<file path="src/common/mips_isa_pkg.sv">
`default_nettype none

package mips_isa_pkg;

  ////////////////////////////////////////////////////////////////////////////
  // Widths and register file size
  ////////////////////////////////////////////////////////////////////////////
  localparam int NB_DATA     = 32;
  localparam int N_REGS      = 32;
  localparam int NB_REG_ADDR = $clog2(N_REGS);
  localparam int NB_OPCODE   = 6;
  localparam int NB_SHAMT    = 5;
  localparam int NB_IMM      = 16;

  ////////////////////////////////////////////////////////////////////////////
  // Instruction formats
  ////////////////////////////////////////////////////////////////////////////
  typedef struct packed {
    logic [NB_OPCODE-1:0]   opcode;
    logic [NB_REG_ADDR-1:0] rs;
    logic [NB_REG_ADDR-1:0] rt;
    logic [NB_REG_ADDR-1:0] rd;
    logic [NB_SHAMT-1:0]    shamt;
    logic [NB_OPCODE-1:0]   funct;
  } r_format_t;

  typedef struct packed {
    logic [NB_OPCODE-1:0]   opcode;
    logic [NB_REG_ADDR-1:0] rs;
    logic [NB_REG_ADDR-1:0] rt;
    logic [NB_IMM-1:0]      imm;
  } i_format_t;

  // Low half is rd/shamt/funct or the immediate, depending on opcode
  typedef union packed {
    r_format_t r_fmt;
    i_format_t i_fmt;
  } instr_u;

  ////////////////////////////////////////////////////////////////////////////
  // Opcodes
  ////////////////////////////////////////////////////////////////////////////
  localparam logic [NB_OPCODE-1:0] OP_RTYPE = 6'h00;
  localparam logic [NB_OPCODE-1:0] OP_J     = 6'h02;
  localparam logic [NB_OPCODE-1:0] OP_BEQ   = 6'h04;
  localparam logic [NB_OPCODE-1:0] OP_BNE   = 6'h05;
  localparam logic [NB_OPCODE-1:0] OP_ADDI  = 6'h08;
  localparam logic [NB_OPCODE-1:0] OP_SLTI  = 6'h0a;
  localparam logic [NB_OPCODE-1:0] OP_ANDI  = 6'h0c;
  localparam logic [NB_OPCODE-1:0] OP_ORI   = 6'h0d;
  localparam logic [NB_OPCODE-1:0] OP_XORI  = 6'h0e;
  localparam logic [NB_OPCODE-1:0] OP_LUI   = 6'h0f;
  localparam logic [NB_OPCODE-1:0] OP_LW    = 6'h23;
  localparam logic [NB_OPCODE-1:0] OP_SW    = 6'h2b;

  // R-type function codes
  localparam logic [NB_OPCODE-1:0] FN_SLL = 6'h00;
  localparam logic [NB_OPCODE-1:0] FN_SRL = 6'h02;
  localparam logic [NB_OPCODE-1:0] FN_SRA = 6'h03;
  localparam logic [NB_OPCODE-1:0] FN_JR  = 6'h08;
  localparam logic [NB_OPCODE-1:0] FN_ADD = 6'h20;
  localparam logic [NB_OPCODE-1:0] FN_SUB = 6'h22;
  localparam logic [NB_OPCODE-1:0] FN_AND = 6'h24;
  localparam logic [NB_OPCODE-1:0] FN_OR  = 6'h25;
  localparam logic [NB_OPCODE-1:0] FN_XOR = 6'h26;
  localparam logic [NB_OPCODE-1:0] FN_NOR = 6'h27;
  localparam logic [NB_OPCODE-1:0] FN_SLT = 6'h2a;

endpackage

`default_nettype wire

</file>
<file path="src/common/mips_ctrl_pkg.sv">
`default_nettype none

package mips_ctrl_pkg;

  ////////////////////////////////////////////////////////////////////////////
  // ALU operation seen by the execute stage
  ////////////////////////////////////////////////////////////////////////////
  typedef enum logic [3:0] {
    ALU_ADD = 4'd0,
    ALU_SUB = 4'd1,
    ALU_AND = 4'd2,
    ALU_OR  = 4'd3,
    ALU_XOR = 4'd4,
    ALU_NOR = 4'd5,
    ALU_SLT = 4'd6,
    ALU_SLL = 4'd7,
    ALU_SRL = 4'd8,
    ALU_SRA = 4'd9,
    ALU_LUI = 4'd10
  } alu_op_e;

  ////////////////////////////////////////////////////////////////////////////
  // Control groups, one per consuming stage
  ////////////////////////////////////////////////////////////////////////////
  typedef struct packed {
    logic reg_write;
    logic mem_to_reg;
  } ctrl_wb_t;

  typedef struct packed {
    logic branch;
    logic branch_ne;
    logic mem_read;
    logic mem_write;
  } ctrl_mem_t;

  typedef struct packed {
    logic    reg_dst;
    logic    alu_src;
    logic    jump;
    logic    jump_reg;
    alu_op_e alu_op;
  } ctrl_ex_t;

  typedef struct packed {
    ctrl_wb_t  wb;
    ctrl_mem_t mem;
    ctrl_ex_t  ex;
  } ctrl_t;

  // ID/EX pipeline register contents
  typedef struct packed {
    logic                                valid;
    logic                                illegal;
    logic [mips_isa_pkg::NB_DATA-1:0]     pc_plus4;
    logic [mips_isa_pkg::NB_REG_ADDR-1:0] rs;
    logic [mips_isa_pkg::NB_REG_ADDR-1:0] rt;
    logic [mips_isa_pkg::NB_REG_ADDR-1:0] rd;
    logic [mips_isa_pkg::NB_SHAMT-1:0]    shamt;
    logic [mips_isa_pkg::NB_DATA-1:0]     dato1;
    logic [mips_isa_pkg::NB_DATA-1:0]     dato2;
    logic [mips_isa_pkg::NB_DATA-1:0]     imm_ext;
    ctrl_t                               ctrl;
  } id_ex_t;

endpackage

`default_nettype wire

</file>
<file path="src/decode/reg_file.sv">
`timescale 1ns/100ps
`default_nettype none

module reg_file
#(
  parameter bit WRITE_THROUGH = 1'b1
)
(
  input  wire                                  i_clk,
  input  wire                                  i_rst,
  input  wire  [mips_isa_pkg::NB_REG_ADDR-1:0] i_rd_addr1,
  input  wire  [mips_isa_pkg::NB_REG_ADDR-1:0] i_rd_addr2,
  input  wire                                  i_wr_en,
  input  wire  [mips_isa_pkg::NB_REG_ADDR-1:0] i_wr_addr,
  input  wire  [mips_isa_pkg::NB_DATA-1:0]     i_wr_data,
  output logic [mips_isa_pkg::NB_DATA-1:0]     o_rd_data1,
  output logic [mips_isa_pkg::NB_DATA-1:0]     o_rd_data2
);

  logic [mips_isa_pkg::NB_DATA-1:0] regs [mips_isa_pkg::N_REGS];

  ////////////////////////////////////////////////////////////////////////////
  // Write port
  ////////////////////////////////////////////////////////////////////////////
  always_ff @(posedge i_clk)
  begin
    if (!i_rst)
    begin
      for (int idx = 0; idx < mips_isa_pkg::N_REGS; idx++)
      begin
        regs[idx] <= '0;
      end
    end
    // $zero is hardwired, writes to it are dropped
    else if (i_wr_en && (i_wr_addr != '0))
    begin
      regs[i_wr_addr] <= i_wr_data;
    end
  end

  ////////////////////////////////////////////////////////////////////////////
  // Read ports
  ////////////////////////////////////////////////////////////////////////////
  function automatic logic [mips_isa_pkg::NB_DATA-1:0] read_port(
    input logic [mips_isa_pkg::NB_REG_ADDR-1:0] addr
  );
    logic bypass;
    bypass = WRITE_THROUGH && i_wr_en && (i_wr_addr == addr);
    if (addr == '0)
      return '0;
    else if (bypass)
      return i_wr_data;
    else
      return regs[addr];
  endfunction

  // Same-cycle write shows up here when bypass is enabled
  always_comb
  begin
    o_rd_data1 = read_port(i_rd_addr1);
    o_rd_data2 = read_port(i_rd_addr2);
  end

  // Register 0 stays zero whatever the write-back stage sends
  a_zero_reg_kept: assert property (
    @(posedge i_clk) disable iff (!i_rst)
    i_wr_en |=> (regs[0] == '0)
  ) else $error("reg_file: register 0 modified");

endmodule

`default_nettype wire

</file>
<file path="src/decode/main_control.sv">
`timescale 1ns/100ps
`default_nettype none

module main_control
(
  input  wire  [mips_isa_pkg::NB_OPCODE-1:0] i_opcode,
  input  wire  [mips_isa_pkg::NB_OPCODE-1:0] i_funct,
  output mips_ctrl_pkg::ctrl_t               o_ctrl,
  output logic                               o_zext_imm,
  output logic                               o_illegal
);

  mips_ctrl_pkg::ctrl_t ctrl;
  logic                 zext;
  logic                 illegal;

  ////////////////////////////////////////////////////////////////////////////
  // Opcode and function decode
  ////////////////////////////////////////////////////////////////////////////
  always_comb
  begin
    ctrl    = '0;
    zext    = 1'b0;
    illegal = 1'b0;

    case (i_opcode)
      mips_isa_pkg::OP_RTYPE:
      begin
        ctrl.ex.reg_dst   = 1'b1;
        ctrl.wb.reg_write = 1'b1;
        case (i_funct)
          mips_isa_pkg::FN_ADD: ctrl.ex.alu_op = mips_ctrl_pkg::ALU_ADD;
          mips_isa_pkg::FN_SUB: ctrl.ex.alu_op = mips_ctrl_pkg::ALU_SUB;
          mips_isa_pkg::FN_AND: ctrl.ex.alu_op = mips_ctrl_pkg::ALU_AND;
          mips_isa_pkg::FN_OR:  ctrl.ex.alu_op = mips_ctrl_pkg::ALU_OR;
          mips_isa_pkg::FN_XOR: ctrl.ex.alu_op = mips_ctrl_pkg::ALU_XOR;
          mips_isa_pkg::FN_NOR: ctrl.ex.alu_op = mips_ctrl_pkg::ALU_NOR;
          mips_isa_pkg::FN_SLT: ctrl.ex.alu_op = mips_ctrl_pkg::ALU_SLT;
          mips_isa_pkg::FN_SLL: ctrl.ex.alu_op = mips_ctrl_pkg::ALU_SLL;
          mips_isa_pkg::FN_SRL: ctrl.ex.alu_op = mips_ctrl_pkg::ALU_SRL;
          mips_isa_pkg::FN_SRA: ctrl.ex.alu_op = mips_ctrl_pkg::ALU_SRA;
          mips_isa_pkg::FN_JR:
          begin
            // Jump through rs with no write-back
            ctrl.wb.reg_write = 1'b0;
            ctrl.ex.jump_reg  = 1'b1;
          end
          default: illegal = 1'b1;
        endcase
      end

      // Immediate arithmetic and logic
      mips_isa_pkg::OP_ADDI:
      begin
        ctrl.ex.alu_src   = 1'b1;
        ctrl.wb.reg_write = 1'b1;
        ctrl.ex.alu_op    = mips_ctrl_pkg::ALU_ADD;
      end
      mips_isa_pkg::OP_SLTI:
      begin
        ctrl.ex.alu_src   = 1'b1;
        ctrl.wb.reg_write = 1'b1;
        ctrl.ex.alu_op    = mips_ctrl_pkg::ALU_SLT;
      end
      mips_isa_pkg::OP_ANDI:
      begin
        ctrl.ex.alu_src   = 1'b1;
        ctrl.wb.reg_write = 1'b1;
        ctrl.ex.alu_op    = mips_ctrl_pkg::ALU_AND;
        zext              = 1'b1;
      end
      mips_isa_pkg::OP_ORI:
      begin
        ctrl.ex.alu_src   = 1'b1;
        ctrl.wb.reg_write = 1'b1;
        ctrl.ex.alu_op    = mips_ctrl_pkg::ALU_OR;
        zext              = 1'b1;
      end
      mips_isa_pkg::OP_XORI:
      begin
        ctrl.ex.alu_src   = 1'b1;
        ctrl.wb.reg_write = 1'b1;
        ctrl.ex.alu_op    = mips_ctrl_pkg::ALU_XOR;
        zext              = 1'b1;
      end
      mips_isa_pkg::OP_LUI:
      begin
        ctrl.ex.alu_src   = 1'b1;
        ctrl.wb.reg_write = 1'b1;
        ctrl.ex.alu_op    = mips_ctrl_pkg::ALU_LUI;
      end

      // Memory access at rs plus offset
      mips_isa_pkg::OP_LW:
      begin
        ctrl.ex.alu_src    = 1'b1;
        ctrl.mem.mem_read  = 1'b1;
        ctrl.wb.mem_to_reg = 1'b1;
        ctrl.wb.reg_write  = 1'b1;
        ctrl.ex.alu_op     = mips_ctrl_pkg::ALU_ADD;
      end
      mips_isa_pkg::OP_SW:
      begin
        ctrl.ex.alu_src    = 1'b1;
        ctrl.mem.mem_write = 1'b1;
        ctrl.ex.alu_op     = mips_ctrl_pkg::ALU_ADD;
      end

      // Branches compare by subtraction
      mips_isa_pkg::OP_BEQ:
      begin
        ctrl.ex.alu_src = 1'b1;
        ctrl.mem.branch = 1'b1;
        ctrl.ex.alu_op  = mips_ctrl_pkg::ALU_SUB;
      end
      mips_isa_pkg::OP_BNE:
      begin
        ctrl.ex.alu_src    = 1'b1;
        ctrl.mem.branch_ne = 1'b1;
        ctrl.ex.alu_op     = mips_ctrl_pkg::ALU_SUB;
      end

      mips_isa_pkg::OP_J: ctrl.ex.jump = 1'b1;

      default: illegal = 1'b1;
    endcase

    // Unknown codes decode as a bubble
    if (illegal)
    begin
      ctrl = '0;
      zext = 1'b0;
    end
  end

  assign o_ctrl     = ctrl;
  assign o_zext_imm = zext;
  assign o_illegal  = illegal;

  // Load and store exclusive for every decoded word
  always_comb
  begin
    a_no_load_store: assert (!(o_ctrl.mem.mem_read && o_ctrl.mem.mem_write))
      else $error("main_control: load and store decoded together");
  end

endmodule

`default_nettype wire

</file>
<file path="src/decode/id_ex_register.sv">
`timescale 1ns/100ps
`default_nettype none

module id_ex_register
(
  input  wire                              i_clk,
  input  wire                              i_rst,
  input  wire                              i_valid,
  input  wire  mips_isa_pkg::instr_u       i_instr,
  input  wire  [mips_isa_pkg::NB_DATA-1:0] i_pc_plus4,
  input  wire  [mips_isa_pkg::NB_DATA-1:0] i_dato1,
  input  wire  [mips_isa_pkg::NB_DATA-1:0] i_dato2,
  input  wire  mips_ctrl_pkg::ctrl_t       i_ctrl,
  input  wire                              i_zext_imm,
  input  wire                              i_illegal,
  input  wire                              i_stall,
  input  wire                              i_flush,
  output mips_ctrl_pkg::id_ex_t            o_id_ex
);

  localparam int NB_EXT = mips_isa_pkg::NB_DATA - mips_isa_pkg::NB_IMM;

  logic [mips_isa_pkg::NB_IMM-1:0]  imm;
  logic                             imm_msb;
  logic [mips_isa_pkg::NB_DATA-1:0] imm_ext;
  mips_ctrl_pkg::id_ex_t            id_ex_nxt;

  ////////////////////////////////////////////////////////////////////////////
  // Immediate extension
  ////////////////////////////////////////////////////////////////////////////
  assign imm     = i_instr.i_fmt.imm;
  // Logical immediates fill with zeros
  assign imm_msb = imm[mips_isa_pkg::NB_IMM-1] & ~i_zext_imm;
  assign imm_ext = {{NB_EXT{imm_msb}}, imm};

  ////////////////////////////////////////////////////////////////////////////
  // Next payload
  ////////////////////////////////////////////////////////////////////////////
  always_comb
  begin
    id_ex_nxt          = '0;
    id_ex_nxt.valid    = i_valid;
    id_ex_nxt.illegal  = i_illegal;
    id_ex_nxt.pc_plus4 = i_pc_plus4;
    id_ex_nxt.rs       = i_instr.r_fmt.rs;
    id_ex_nxt.rt       = i_instr.r_fmt.rt;
    id_ex_nxt.rd       = i_instr.r_fmt.rd;
    id_ex_nxt.shamt    = i_instr.r_fmt.shamt;
    id_ex_nxt.dato1    = i_dato1;
    id_ex_nxt.dato2    = i_dato2;
    id_ex_nxt.imm_ext  = imm_ext;
    // No side effects downstream without a legal, valid instruction
    if (i_valid && !i_illegal)
      id_ex_nxt.ctrl = i_ctrl;
  end

  // Flush beats stall
  always_ff @(posedge i_clk)
  begin
    if (!i_rst)
      o_id_ex <= '0;
    else if (i_flush)
      o_id_ex <= '0;
    else if (!i_stall)
      o_id_ex <= id_ex_nxt;
  end

  // Bubbles carry no control
  a_bubble_no_ctrl: assert property (
    @(posedge i_clk) disable iff (!i_rst)
    !o_id_ex.valid |-> (o_id_ex.ctrl == '0)
  ) else $error("id_ex_register: control set on an invalid slot");

endmodule

`default_nettype wire

</file>
<file path="src/decode/decode_top.sv">
`timescale 1ns/100ps
`default_nettype none

module decode_top
#(
  parameter bit WRITE_THROUGH = 1'b1
)
(
  input  wire                                        i_clk,
  input  wire                                        i_rst,
  input  wire                                        i_valid,
  input  wire  mips_isa_pkg::instr_u                 i_instr,
  input  wire  [mips_isa_pkg::NB_DATA-1:0]           i_pc_plus4,
  input  wire                                        i_stall,
  input  wire                                        i_flush,
  input  wire                                        i_wb_en,
  input  wire  [mips_isa_pkg::NB_REG_ADDR-1:0]       i_wb_addr,
  input  wire  [mips_isa_pkg::NB_DATA-1:0]           i_wb_data,
  output mips_ctrl_pkg::id_ex_t                      o_id_ex
);

  logic [mips_isa_pkg::NB_DATA-1:0] rd_data1;
  logic [mips_isa_pkg::NB_DATA-1:0] rd_data2;
  mips_ctrl_pkg::ctrl_t             ctrl;
  logic                             zext_imm;
  logic                             illegal;

  // Operand read, write-back port shared with the last stage
  reg_file
  #(
    .WRITE_THROUGH (WRITE_THROUGH)
  )
  u_reg_file
  (
    .i_clk      (i_clk),
    .i_rst      (i_rst),
    .i_rd_addr1 (i_instr.r_fmt.rs),
    .i_rd_addr2 (i_instr.r_fmt.rt),
    .i_wr_en    (i_wb_en),
    .i_wr_addr  (i_wb_addr),
    .i_wr_data  (i_wb_data),
    .o_rd_data1 (rd_data1),
    .o_rd_data2 (rd_data2)
  );

  main_control u_main_control
  (
    .i_opcode   (i_instr.r_fmt.opcode),
    .i_funct    (i_instr.r_fmt.funct),
    .o_ctrl     (ctrl),
    .o_zext_imm (zext_imm),
    .o_illegal  (illegal)
  );

  id_ex_register u_id_ex_register
  (
    .i_clk      (i_clk),
    .i_rst      (i_rst),
    .i_valid    (i_valid),
    .i_instr    (i_instr),
    .i_pc_plus4 (i_pc_plus4),
    .i_dato1    (rd_data1),
    .i_dato2    (rd_data2),
    .i_ctrl     (ctrl),
    .i_zext_imm (zext_imm),
    .i_illegal  (illegal),
    .i_stall    (i_stall),
    .i_flush    (i_flush),
    .o_id_ex    (o_id_ex)
  );

endmodule

`default_nettype wire

</file>
<file path="config.mk">
export PLATFORM = sky130hd
export DESIGN_NAME = decode_top
export DESIGN_NICKNAME = d
export VERILOG_FILES = /design/src/common/mips_isa_pkg.sv /design/src/common/mips_ctrl_pkg.sv /design/src/decode/reg_file.sv /design/src/decode/main_control.sv /design/src/decode/id_ex_register.sv /design/src/decode/decode_top.sv
export SDC_FILE = /design/constraint.sdc
export NUM_CORES = 2
export LEC_CHECK = 0
export BUFFER_PORTS_ARGS = -buffer_cell sky130_fd_sc_hd__buf_2
export CAP_MARGIN = 0
export CORE_ASPECT_RATIO = 0.7
export CORE_MARGIN = 8
export CORE_UTILIZATION = 55
export CTS_BUF_LIST = sky130_fd_sc_hd__clkbuf_4 sky130_fd_sc_hd__clkbuf_8
export DETAILED_ROUTE_END_ITERATION = 10
export HOLD_SLACK_MARGIN = 0.03
export PLACE_DENSITY = 0.7
export SYNTH_ARGS = -nofsm -noshare
export SYNTH_HDL_FRONTEND = slang
export SYNTH_HIERARCHICAL = 1
export SYNTH_SLANG_ARGS = --single-unit
</file>
<file path="constraint.sdc">
create_clock -name i_clk -period 5.3 [get_ports i_clk]
set_input_delay 1.06 -clock i_clk [delete_from_list [all_inputs] [get_ports i_clk]]
set_output_delay 1.06 -clock i_clk [all_outputs]
set_load 0.1 [all_outputs]
</file>
# ---- After elaboration in Yosys (flattened, before gate mapping)
# Memory sizes are Yosys's and may differ from the RTL's.
# Index checks and enable logic that the tools add are counted.
dict set report totals {
  regBits 149
  ram_bits 1024
  input_bits 107
  out_inout_bits 164
  wordCells 96
  mem_count 1
}
# name words word_bits rd rd_clocked_by_memory_dff wr line_no
set memory_table {}
lappend memory_table {u_reg_file.regs 32 32 2 0 32 reg_file.sv:20} ;# logic [mips_isa_pkg::NB_DATA-1:0] regs [mips_isa_pkg::N_REGS];
dict set report op_classes {
  eq_ne 23
  muxes 30
  n_bitwise 3
  n_reduce_logical 18
}
# op n
set op_table {}
lappend op_table {{$mux W32} 5}
lappend op_table {{$eq A6 B6 Y1 const B} 9}
lappend op_table {{$eq A6 B4 Y1 const B} 7}
lappend op_table {{$pmux W4 S9} 1}
lappend op_table {{$reduce_or A32 Y1} 1}
lappend op_table {{$mux W14} 2}
lappend op_table {{$pmux W4 S7} 1}
lappend op_table {{$reduce_or A11 Y1} 2}
lappend op_table {{$eq A6 B2 Y1 const B} 3}
lappend op_table {{$mux W1} 18}
lappend op_table {{$eq A6 B3 Y1 const B} 2}
lappend op_table {{$logic_not A6 Y1} 2}
lappend op_table {{$eq A5 B5 Y1} 2}
lappend op_table {{$logic_not A5 Y1} 2}
lappend op_table {{$reduce_or A10 Y1} 1}
lappend op_table {{$reduce_or A7 Y1} 1}
lappend op_table {{$mux W5} 1}
lappend op_table {{$reduce_bool A5 Y1} 1}
lappend op_table {{$logic_and A1 B1 Y1} 4}
lappend op_table {{$pmux W1 S2} 2}
lappend op_table {{$reduce_or A2 Y1} 2}
lappend op_table {{$reduce_or A3 Y1} 1}
lappend op_table {{$not A1 Y1} 2}
lappend op_table {{$and A1 B1 Y1} 1}
lappend op_table {{$logic_not A1 Y1} 1}

# ---- Depth between registers and ports, before layout
dict set report depth {
  ltp_word 7
  depth_mapped 12
}

# ---- Hierarchy
# The synthesis kept the hierarchy.
# mod instances cells_each area_each_um2
set modules_own_cells {}
lappend modules_own_cells {reg_file 1 3744 54698.7}
lappend modules_own_cells {id_ex_register 1 465 5092.4}
lappend modules_own_cells {main_control 1 72 483.0}

# ---- Worst setup path before layout
# No wires, ideal clock.
dict set report synth_path {
  kind {input to register}
  start {input port i_wb_addr[2] in the netlist's numbering}
  end {memory u_reg_file/regs[10][0] in the netlist's numbering, enable pin}
  arrival_ps 4152
  required_ps 4834
  slack_ps 683
  cell_stages 4
  n_path_buf 2
  path_cell_list {buf_2 -> or3b_2 -> clkbuf_1 -> o21ai_0}
}
# element line_no
set synth_rtl {}
lappend synth_rtl {{from (decl)} decode_top.sv:17} ;# input wire [mips_isa_pkg::NB_REG_ADDR-1:0] i_wb_addr,
lappend synth_rtl {{to (decl)} reg_file.sv:20}

# ---- Worst setup path after layout
dict set report layout_path {
  start {input port i_instr[19] in the netlist's numbering}
  end {register, netlist name u_id_ex_register/o_id_ex[48]}
}
dict set report layout_via {
  elab_chain_cells 4
  elab_cells_between_ends 6
  classes_between {eq/ne (1); mux (2); reduce/logical (2); memory (1)}
}
# element line_no
set layout_lines {}
lappend layout_lines {{from (decl)} decode_top.sv:12} ;# input wire mips_isa_pkg::instr_u i_instr,
lappend layout_lines {{branches (longest 3 deep; another with $mem_v2 Z32 W32)} n/a}
lappend layout_lines {{$mux W32 (*)} reg_file.sv:49} ;# if (addr == '0)
lappend layout_lines {{net rd_data2, one bit} decode_top.sv:23} ;# logic [mips_isa_pkg::NB_DATA-1:0] rd_data2;
# Mark *: on every way through the listed nets, which the timed path passes.
# A chain may end at the register's enable or synchronous reset.

==> results.rst <==
.. list-table::
   :header-rows: 1

   * - Metric
     - Value
   * - Clock slew seen by the registers of the worst setup and hold paths
     - 70 ps
   * - Number of setup violations in the final report
     - 0
   * - Number of enable-type register cells in the synthesized netlist
     - 1024
   * - Most common flop cell mapped by yosys
     - edfxtp_1
   * - Via count
     - 42.7k
   * - First-pass GRT wire length
     - 306 mm
   * - Maximum frequency from static timing analysis
     - 298 MHz
   * - Reported max-cap violation count
     - 0
   * - # hold bufs at CTS
     - 0
   * - DPL Wire Length
     - 136 mm
   * - Crit start category
     - input pin
   * - Synthesized flop and latch total
     - 1163
   * - Number of global-route vias before repair
     - 40.5k
   * - Biggest area contributors in the synthesized netlist
     - edfxtp_1, mux4_2, and2_1
   * - Initial core utilization
     - 55.5%
   * - Total global-route track usage
     - 35.7%
   * - Crit end category
     - flip-flop
   * - DRC violations left
     - 0
   * - Cell type with the highest aggregate area in the netlist
     - edfxtp_1
   * - Most common cell after layout, fill and taps aside
     - edfxtp_1
   * - Pin count of the biggest net entering global routing
     - 118
   * - Number of H-tree branching levels
     - 4
   * - Clock latency reported for the late side of the worst-skew pair
     - 900 ps
   * - CTS tree
     - done
   * - Path type of the worst setup path
     - in -> reg
   * - Worst voltage drop across the vdd grid
     - 0.000244 V
   * - Final instance area
     - 67500 sq um
   * - Critical-path maximum fanout
     - 31
   * - Detailed-route vias per instance
     - 7.04
   * - Worst setup slack for register-to-register paths
     - 2860 ps
   * - Commonest cells after routing, fill and taps aside
     - edfxtp_1, and2_1, mux2i_1, mux4_2, buf_2
   * - Ys async rst share
     - 0%
   * - Library cell used as clock root buffer
     - clkbuf_8
   * - Register-to-Register Path Depth
     - 7
   * - Avg Inst Size Synth
     - 14.1 sq um
   * - Initial antenna violation count
     - 33
   * - Final Max Slew Viols
     - 0
   * - Total setup buffers inserted after CTS
     - 0
   * - Hold Path Stages
     - 3
   * - Headroom to the max-slew limit
     - 9.58%
   * - Drt pass-1 iters
     - 8
   * - Pin slew with the least headroom to its limit
     - 1350 ps
   * - Area growth from synthesis to layout
     - 11.9%
   * - Final-report hold violation count
     - 0
   * - Final Routed Wirelength
     - 221 mm
   * - Chip height
     - 293 um
   * - Power density over cell area
     - 317 nW/um^2
   * - R2R Path End
     - u_id_ex_register/o_id_ex[75]
   * - Library cell contributing the largest single delay on the critical path
     - or3b_4
   * - Number of standard-cell rows in the floorplan
     - 101
   * - Core outline area
     - 109000 sq um
   * - Type of the tightest min-delay check
     - in -> reg
   * - Launch instance of the worst register-to-register path
     - u_reg_file/regs[13][29]
   * - RSZ-0062 raised after global routing
     - false
   * - Worst Clk Skew
     - 39.9 ps
   * - Post_cts resized
     - 0
   * - Routed wirelength normalized by instance count
     - 36.4 um
   * - Violation count after the first detailed-route iteration
     - 7522
   * - Number of I/O pins
     - 271
   * - Die Outline Area
     - 121000 sq um
   * - Number of cells produced by synthesis
     - 4281
   * - Total congestion overflow
     - 0
   * - Portion of synthesized cell area occupied by the leading cell type
     - 51.0%
   * - Count of nets after finishing
     - 4560
   * - Startpoint of the lowest-slack hold path
     - i_pc_plus4[12]
   * - Remaining antenna violation count after routing
     - 0
   * - Sequential cell area fraction in the yosys report
     - 55.6%
   * - Final cycle utilization of the critical path
     - 63.3%
   * - Cells traversed along the worst timing path
     - buf_2 > or3b_4 > buf_4 > o22ai_1 > a2111oi_0 > a21oi_1 > a22o_1 > mux2i_1 > nor2_1
   * - Clock tree sinks
     - 1163
   * - Port-buffer cells
     - 270
   * - Worst Path Required
     - 6040 ps
   * - Lkg Pwr
     - 24.8 nW
   * - Hold path endpoint
     - u_id_ex_register/o_id_ex[142]
   * - Status
     - completed
   * - Gp weighted congestion
     - 0.931
   * - Number of distinct library cell variants in the gate-level netlist after synthesis
     - 68
   * - Width of the chip
     - 412 um
   * - Shortest clock period the worst path allows after layout
     - 3350 ps
   * - Largest stage delay on the critical path
     - 740 ps
   * - Synth Cell Area
     - 60300 sq um
   * - Total negative slack
     - 0 ps
   * - Number of filler instances in the final layout
     - 8155
   * - Placed standard-cell area
     - 63800 sq um
   * - Number of buffers inserted during clock tree synthesis
     - 180
   * - Worst EP arrival
     - 4100 ps
   * - Clock Path Buffers
     - 3
   * - Synth warn
     - 6
   * - Fraction of layout instances using a drive strength above 1
     - 27.0%
[area by class of cell]
cell class | count | area [sq um] | share of cell area (%)
multi-input combinational | 2662 | 25300 | 37.5
clock inverter | 75 | 499 | 0.740
sequential | 1163 | 33500 | 49.7
inverter | 5 | 18.8 | 0.0278
antenna | 27 | 67.6 | 0.100
timing repair buffer | 441 | 3190 | 4.73
tap | 1442 | 1800 | 2.67
clock buffer | 254 | 3080 | 4.57
[power by group]
group	total [mW]	internal [mW]	switching [mW]
sequential	10.7	10.4	0.277
clock	7.73	4.01	3.72
combinational	2.97	1.05	1.91
[layer usage]
layer  wire, um  vias to the layer above  track usage [%]  share of wire [%]
li1           -                    16700                -                  -
met1      80300                    21400             48.6                 36
met2      92900                     3972             49.9                 42
met3      36000                      716             13.8                 16
met4      11700                        6             17.8                5.3
met5         39                        -                0              0.018
[critical path: cells and delay by family]
family	cells	cell delay (ps)
AND/OR/NAND/NOR	2	800
multiplexers	1	120
AO/OA/AOI/OAI	4	1090
buffers and inverters	2	950
[stage by stage]
| step | util, % | power, mW | hold WS, ps | setup slack (ps) | std cells |
|---|---|---|---|---|---|
| floorplan | - | 12.7 | 837 | 683 | 4312 |
| global placement | 58.8 | 13.7 | 446 | 1210 | 5713 |
| detailed placement | 58.8 | 13.8 | 453 | 1190 | 5713 |
| CTS | 62.1 | 21.3 | 321 | 2150 | 6042 |
| global route | 62.1 | 21.9 | 384 | 1940 | 6048 |
| finish | 62.2 | 21.4 | 390 | 1950 | 6069 |
[cell families (layout without fill, tap and decap cells)]
| kind of cell | count (synthesis) | in the layout | share of synthesized area [%] |
|---|---|---|---|
| and+or+nand+nor | 1287 | 1287 | 12.6 |
| DFF | 1163 | 1163 | 55.6 |
| muxes | 799 | 799 | 21.3 |
| AOI/OAI and AO/OA | 532 | 532 | 6.57 |
| buffers and inverters | 487 | 775 | 3.72 |
| xor gates and xnor gates | 12 | 12 | 0.174 |
| other | 1 | 59 | 0.00622 |
[state kept, by name (all words and copies together) (netlist names)]
| register | cells |
|---|---|
| u_id_ex_register/o_id_ex | 139 |
| u_reg_file/regs | 1024 |
[worst max-delay path by stage]
stage | to | from | cells after the start | slack, ps
finish | u_id_ex_register/o_id_ex[48] | i_instr[19] | 9 | 1950
global route | u_id_ex_register/o_id_ex[48] | i_instr[19] | 9 | 1940
CTS | u_id_ex_register/o_id_ex[69] | i_instr[16] | 9 | 2150
detailed placement | u_id_ex_register/o_id_ex[69] | i_instr[16] | 9 | 1190
global placement | u_id_ex_register/o_id_ex[48] | i_instr[18] | 9 | 1210
floorplan | u_reg_file/regs[10][0] | i_wb_addr[2] | 4 | 680
[synthesized netlist by cell type, types with 12 or more instances]
cell type  instances
edfxtp_1        1024
and2_1           994
mux2i_1          405
mux4_2           388
clkbuf_1         318
nor2_1           175
dfxtp_1          139
a22oi_1          134
a21oi_1           84
buf_2             78
buf_4             57
a22o_1            55
o21ai_0           43
o221ai_1          42
o22ai_1           42
nand2_1           40
a2111oi_0         24
o221a_2           18
nand3_1           17
a32o_1            15
buf_1             15
buf_6             14
a221o_1           13
xnor2_1           12
(Power assumes the default switching activity.)
